--- src/design/pio_pkg.sv ---
// pio word is 32 bits, byte addressed, no byte enables; region field at addr[13:12].
package pio_pkg;

	// pio bus geometry.
	localparam int PIO_NBITS = 32; // data and address width.

	typedef logic [PIO_NBITS-1:0] pio_word_t; // pio data.
	typedef logic [PIO_NBITS-1:0] pio_addr_t; // byte address, word index in [31:2].

	// region map.
	localparam int PIO_REGION_LSB   = 12;
	localparam int PIO_REGION_NBITS = 2; // regions 2 and 3 unmapped.

	localparam logic [PIO_REGION_NBITS-1:0] LUT_REGION  = 2'd0;
	localparam logic [PIO_REGION_NBITS-1:0] STAT_REGION = 2'd1;

	// pio-rate strobe, clk cycles per period.
	localparam int PIO_DIV       = 4;
	localparam int PIO_DIV_NBITS = $clog2(PIO_DIV);

	// lookup table, 1024 x 20.
	localparam int LUT_WIDTH       = 20;
	localparam int LUT_DEPTH_NBITS = 10;

	typedef logic [LUT_WIDTH-1:0]       lut_word_t;
	typedef logic [LUT_DEPTH_NBITS-1:0] lut_addr_t;

	// statistics table, 256 x 32.
	localparam int STAT_WIDTH       = 32;
	localparam int STAT_DEPTH_NBITS = 8;

	typedef logic [STAT_WIDTH-1:0]       stat_word_t;
	typedef logic [STAT_DEPTH_NBITS-1:0] stat_addr_t;

endpackage
--- src/design/pio_bus_ctrl.sv ---
// one outstanding pio request at a time; unmapped regions ack with zero read data.
`timescale 1ns/1ps

module pio_bus_ctrl import pio_pkg::*; (
	input  logic      clk,
	input  logic      arst_n,
	input  pio_addr_t pio_addr,
	input  pio_word_t pio_wdata,
	input  logic      pio_rd,
	input  logic      pio_wr,
	output logic      pio_ack,
	output pio_word_t pio_rdata,
	output pio_addr_t reg_addr,
	output pio_word_t reg_din,
	output logic      reg_rd,
	output logic      reg_wr,
	output logic      lut_ms,
	output logic      stat_ms,
	output logic      clk_div,
	input  logic      lut_mem_ack,
	input  pio_word_t lut_mem_rdata,
	input  logic      stat_mem_ack,
	input  pio_word_t stat_mem_rdata
);

	logic [PIO_DIV_NBITS-1:0]    div_cnt;    // free-running divider.
	logic                        pio_req;    // either strobe.
	logic [PIO_REGION_NBITS-1:0] region;
	logic                        unmapped;
	logic                        unmap_pend; // waiting for clk_div.
	logic                        unmap_ack;
	logic                        last_rd;    // outstanding request is a read.
	pio_addr_t                   addr_hold;  // kept for saved table accesses.
	pio_word_t                   din_hold;
	pio_word_t                   rdata_sel;
	pio_word_t                   rdata_hold;

	assign pio_req = pio_rd | pio_wr;
	assign clk_div = (div_cnt == PIO_DIV_NBITS'(PIO_DIV - 1)); // one cycle in PIO_DIV.

	// live address on the strobe, held copy afterwards.
	assign reg_addr = pio_req ? pio_addr : addr_hold;
	assign reg_din  = pio_req ? pio_wdata : din_hold;
	assign reg_rd   = pio_rd;
	assign reg_wr   = pio_wr;

	// region decode.
	assign region   = reg_addr[PIO_REGION_LSB +: PIO_REGION_NBITS];
	assign lut_ms   = (region == LUT_REGION);
	assign stat_ms  = (region == STAT_REGION);
	assign unmapped = ~lut_ms & ~stat_ms;

	// merge responses.
	assign pio_ack = lut_mem_ack | stat_mem_ack | unmap_ack;

	always_comb begin
		if (lut_mem_ack) begin
			rdata_sel = lut_mem_rdata;
		end else if (stat_mem_ack) begin
			rdata_sel = stat_mem_rdata;
		end else begin
			rdata_sel = '0; // unmapped.
		end
	end

	// only a read updates the returned data.
	assign pio_rdata = (pio_ack & last_rd) ? rdata_sel : rdata_hold;

	always_ff @(posedge clk) begin
		if (pio_req) begin
			addr_hold <= pio_addr;
			din_hold  <= pio_wdata;
		end
		rdata_hold <= pio_rdata;
	end

	always_ff @(posedge clk or negedge arst_n) begin
		if (!arst_n) begin
			div_cnt    <= '0;
			unmap_pend <= 1'b0;
			unmap_ack  <= 1'b0;
			last_rd    <= 1'b0;
		end else begin
			div_cnt <= clk_div ? '0 : div_cnt + 1'b1;
			if (pio_req) begin
				last_rd <= pio_rd;
			end

			// same pacing as a table's ack.
			if (pio_req & unmapped) begin
				unmap_pend <= 1'b1;
			end else if (clk_div) begin
				unmap_pend <= 1'b0;
			end
			if (clk_div) begin
				unmap_ack <= unmap_pend;
			end
		end
	end

endmodule

--- config.mk ---
export PLATFORM = sky130hd
export DESIGN_NAME = pio_bus_ctrl
export DESIGN_NICKNAME = d
export VERILOG_FILES = /design/src/design/pio_pkg.sv /design/src/design/pio_bus_ctrl.sv
export SDC_FILE = /design/constraint.sdc
export NUM_CORES = 1
export LEC_CHECK = 0
export ABC_AREA = 1
export BUFFER_PORTS_ARGS = -buffer_cell sky130_fd_sc_hd__buf_2
export CAP_MARGIN = 20
export CORE_AREA = 3 3 94 105
export CTS_BUF_LIST = sky130_fd_sc_hd__clkbuf_8
export DETAILED_ROUTE_END_ITERATION = 8
export DIE_AREA = 0 0 97 108
export PLACE_DENSITY_LB_ADDON = 0.12
export SYNTH_ARGS = -nofsm -noshare
export SYNTH_HDL_FRONTEND = slang
export SYNTH_SLANG_ARGS = --single-unit
--- constraint.sdc ---
create_clock -name clk -period 1.3 [get_ports clk]
set_input_delay 0.065 -clock clk [delete_from_list [all_inputs] [get_ports clk]]
set_output_delay 0.065 -clock clk [all_outputs]
set_load 0.005 [all_outputs]
# Word-level counts from Yosys, hierarchy flattened
# Index checks and enable logic that the tools add are counted.
# totals
register_bits,101
inputBits,134
out_inout_bits,102
wordCells,28
# op_classes
n_addsub,1
n_eq_ne,2
n_mux,8
bitwise_logic,8
n_reduce_logical,2
# op_table
operator,n
2-to-1 mux 32 bit,5
bitwise AND 1 bit,3
OR 1 bit,3
adder 2 x 1 -> 2 bit (second input constant),1
== test 2 x 1 -> 1 bit (second input constant),1
== test 2 bit (second input constant),1
zero test 2 bit,1
2-to-1 mux 1 bit,2
2-to-1 mux 2 bit,1
NOT 1 bit,2
nonzero test 2 bit,1

# Logic depth before layout (Yosys ltp)
# depth
word_depth,7
depth_mapped,7

# Worst setup path after synthesis
# Ideal clock, no wire load.
# synth_timing
path_kind,register to register
from,reg unmap_ack
to,reg rdata_hold[10]
t_arrival_ps,926
required_time_ps,1232
setup_slack_ps,306
stages_incl_launch_ff,7
n_path_buf,1
synth_period_minus_slack_ps,994
path_cell_list,dfrtp_1 nor2_8 nand2_4 nand2_4 buf_6 nand2_1 nand2_1
# synth_between
elab_chain_cells,3
# synth_lines
item,line,rtl
"start, declared",pio_bus_ctrl.sv:31,logic unmap_ack;
"start signal, assigned",pio_bus_ctrl.sv:96,unmap_ack <= unmap_pend;
OR 1 bit,pio_bus_ctrl.sv:54,assign pio_ack = lut_mem_ack | stat_mem_ack | unmap_ack;
net pio_ack,pio_bus_ctrl.sv:11,"output logic pio_ack,"
bitwise AND 1 bit,pio_bus_ctrl.sv:67,assign pio_rdata = (pio_ack & last_rd) ? rdata_sel : rdata_hold;
2-to-1 mux 32 bit,pio_bus_ctrl.sv:67,
net pio_rdata[10],pio_bus_ctrl.sv:12,"output pio_word_t pio_rdata,"
"end signal, assigned",pio_bus_ctrl.sv:74,rdata_hold <= pio_rdata;
"end, declared",pio_bus_ctrl.sv:36,pio_word_t rdata_hold;
# The timed path passes the listed nets, and every way through them passes these cells.
# A chain may end at the register's enable or synchronous reset.

# Worst setup path in the final report
# layout_timing
from,reg unmap_ack
to,out pio_rdata[18]
# layout_between
elab_chain_cells,3
# layout_lines
item,line
OR 1 bit,pio_bus_ctrl.sv:54
bitwise AND 1 bit,pio_bus_ctrl.sv:67
2-to-1 mux 32 bit,pio_bus_ctrl.sv:67
"end, declared",pio_bus_ctrl.sv:12
# Every way passes these cells.

==> results.md <==
* Crit Path Max Fanout at 16
* Psw at ~1.8 mW
* Failing checks: negative setup slack
* Leak at roughly 3.5 nW
* Vias in the first global route at 4196
* Routed WL per cell at approximately 13 um
* Root buf cell: clkbuf_8
* First-pass GRT wire length at ~20 mm
* Wirelength, routed at ~12 mm
* Area growth syn-to-layout at 57.4%
* Rows at 36
* Status: finished with violations
* HP Start: lut_mem_rdata[25]
* Final Wtd Congestion at ~0.91
* Setup crit start kind: flop
* Die width at just under 100 um
* RSZ-0062 raised after global routing: true
* Int Power at ~5.0 mW
* Clk pwr share at 27.3%
* Post-layout minimum cycle time at around 1.6 ns
* Max rail drop VDD at a little under 0.8 mV
* Cts bufs inserted at 9
* CORE AREA at just under 0.009 mm^2
* I/O pins at between 200 and 250
* Syn Nets at between 600 and 700
* Grt peak-use layer: met2
* Max Clock Skew at 0.0150 ns
* Syn_area_per_cell at about 7.2 um^2
* Critical-path cell list: nor2_8 -> a21oi_4 -> clkbuf_16 -> nand2_1 -> nand2_1 -> buf_2
* Synth Warn # at 0
* Max Fclk at roughly 0.64 GHz
* Worst Hold Path EP: rdata_hold[25]$_DFF_P_
* PwrDens at ~1100 mW/mm^2
* CTS Buffer Depth at 2
* ANT nets after route at 0
* Total gr overflow at 0
* Final worst setup slack at -0.265 ns
* Initial DRC Count at 165
* Die H at between 100 and 150 um
* Syn Inst Count at between 500 and 600
* Tot GR Track Use at around 23%
* CTS clk-pin slew, worst paths at 0.10 ns
* Met1 Use GR at a little over a quarter
* Fin nets at 967
* Most common cell after layout, fill and taps aside: nand2_1
* Skew-Pair Late Insertion Delay at 0.35 ns
* Flop pwr share at around 50%
* Final setup viols at 32
* DP Wirelength at slightly above 8 mm
* Die area at ~0.010 mm^2
* Critical Path RT at 1.24 ns
* Post-Syn Area at approximately 0.0039 mm^2
* WHS Path Cells at 5
* Slowest-stage cell, CP: dfrtp_2
* Comb pwr share at 21.6%
* Drt drc at 0
* Final std cells w/o fill at 950
* Final Cycle Share at 120%
* Largest net degree at the start of global routing at 39
* H-tree levels at 3
* Slew HR at around 64%
* CP max stage delay at about 0.42 ns
* Initial antenna violation count at 0
* Synth Register Bits at a little over 100
* CP Capture Type: primary output
* Reg2reg start: unmap_ack$_DFFE_PN0P_
* R2r worst-path depth at 6
* CP dominant cell by count: nand2_1
* Max Slew Vio Count at 0
* Post-synthesis sequential area ratio at 52.8%
* Ant diodes at 0
* Layout cells sized above 1 at about 34%
* Post-layout util at 68.8%
* Placed cells at about 860
* Synth unique cells at 18
* Sw frac at approximately 27%
* CTS tree: built
* Vias per inst at about 4.6
* Max-Cap Viols at 0
* Clock sink count at 101
* Fin. Hold Viols at 0
* Worst setup path class: flop to primary output
* Met3 Usage GRT at under 10%
* M2 GR Usage at between 40% and 50%
* Port bufs at about 240
* Power Total at around 6.8 mW
* Initial core utilization at a little over two fifths
* Critical Path AT at roughly 1.5 ns
* Fillers at 748
* Hold crit path type: primary input to flop
* Routed vias at 4377
* Worst Tran Pin Value at 0.534 ns
* Most frequent cells in the layout: nand2_1 (339), buf_2 (232), dfxtp_1 (96)
* Reg-to-Reg End: rdata_hold[1]$_DFF_P_
* Pre-antenna DRT Iters at 7
* Reg-to-reg slack, setup at ~0.15 ns
[logic make-up (layout without fill, tap and decap cells)]
family,count (synthesis),count (layout),share of synthesized area (%)
AO/OA/AOI/OAI,5,5,0.936
flip-flops,101,101,52.8
AND/OR/NAND/NOR,392,392,40.0
adder cells (fa/ha/maj),1,1,0.323
buffers and inverters,37,337,5.91
[cells in the mapped netlist (all sizes together)]
cell type / number / area, um^2
o21ai: 2 / 10.0
a21oi: 3 / 26.3
nor2: 5 / 42.5
dfrtp: 5 / 125
inv: 6 / 22.5
dfxtp: 96 / 1920
nand2: 355 / 1350
buf: 31 / 206
nand3: 32 / 160
ha: 1 / 12.5
[worst max-delay path, delay by kind of cell (launching register included)]
family	cells	cell delay [ns]
buffers and inverters	2	0.33
AOI/OAI and AO/OA	1	0.20
DFF	1	0.42
and+or+nand+nor	3	0.19
[registers in the layout (all words and copies together) (netlist names)]
signal and flops:
addr_hold 32, div_cnt 2, last_rd 1, unmap_pend 1, unmap_ack 1, rdata_hold 32, din_hold 32
[power groups by stage]
| stage | clock network (mW) | logic [mW] | registers, mW |
|---|---|---|---|
| CTS | 1.93 | 1.40 | 3.48 |
| global placement | 0 | 1.21 | 3.54 |
| detailed placement | 0 | 1.23 | 3.54 |
| floorplan | 0 | 0.612 | 3.53 |
| global route | 2.06 | 1.64 | 3.50 |
| finish | 1.85 | 1.47 | 3.48 |
[routing by layer]
metal | part of all wire [%] | wire (um)
met1 | 38 | 4780
met4 | 2.1 | 263
met5 | 0 | 0
met2 | 51 | 6420
met3 | 8.2 | 1030
[timing repair]
item,in CTS,in global routing
hold buffers,67,0
setup endpoints to repair,32,33
buffers inserted,0,3
hold endpoints to repair,71,0
cloned,0,1
gates resized for setup,6,13
[per-stage QoR]
step | setup TNS [ns] | hold slack [ns] | setup WS [ns] | instance area [um^2]
after CTS | -8.06 | 0.000641 | -0.277 | 6010
after global routing | -10.19 | 0.0267 | -0.333 | 6100
after detailed placement | 0 | -0.110 | 0.0310 | 5140
after floorplan | 0 | -0.231 | 0.306 | 3880
after global placement | 0 | -0.117 | 0.0500 | 5140
final | -7.40 | 0.0184 | -0.265 | 6100
[how the worst max path moves through the flow]
stage,slack [ns],depth (start not counted),from,end
after floorplan,0.31,6,unmap_ack$_DFFE_PN0P_,rdata_hold[10]$_DFF_P_
after global placement,0.05,7,lut_mem_ack,pio_rdata[16]
after detailed placement,0.03,7,lut_mem_ack,pio_rdata[16]
after CTS,-0.28,7,unmap_ack$_DFFE_PN0P_,pio_rdata[18]
after global routing,-0.33,6,unmap_ack$_DFFE_PN0P_,pio_rdata[7]
final,-0.26,6,unmap_ack$_DFFE_PN0P_,pio_rdata[18]
[cell type report]
cell class | count | area (um^2) | share of cell area [%]
clock inverters | 3 | 18.8 | 0.307
flip-flops and latches | 101 | 2050 | 33.6
inverters | 6 | 22.5 | 0.369
multi-input cells | 398 | 1640 | 26.9
repair buffers | 316 | 2060 | 33.8
clock buffers | 12 | 165 | 2.71
well taps | 114 | 143 | 2.34
Power figures use the tool's default switching activity.
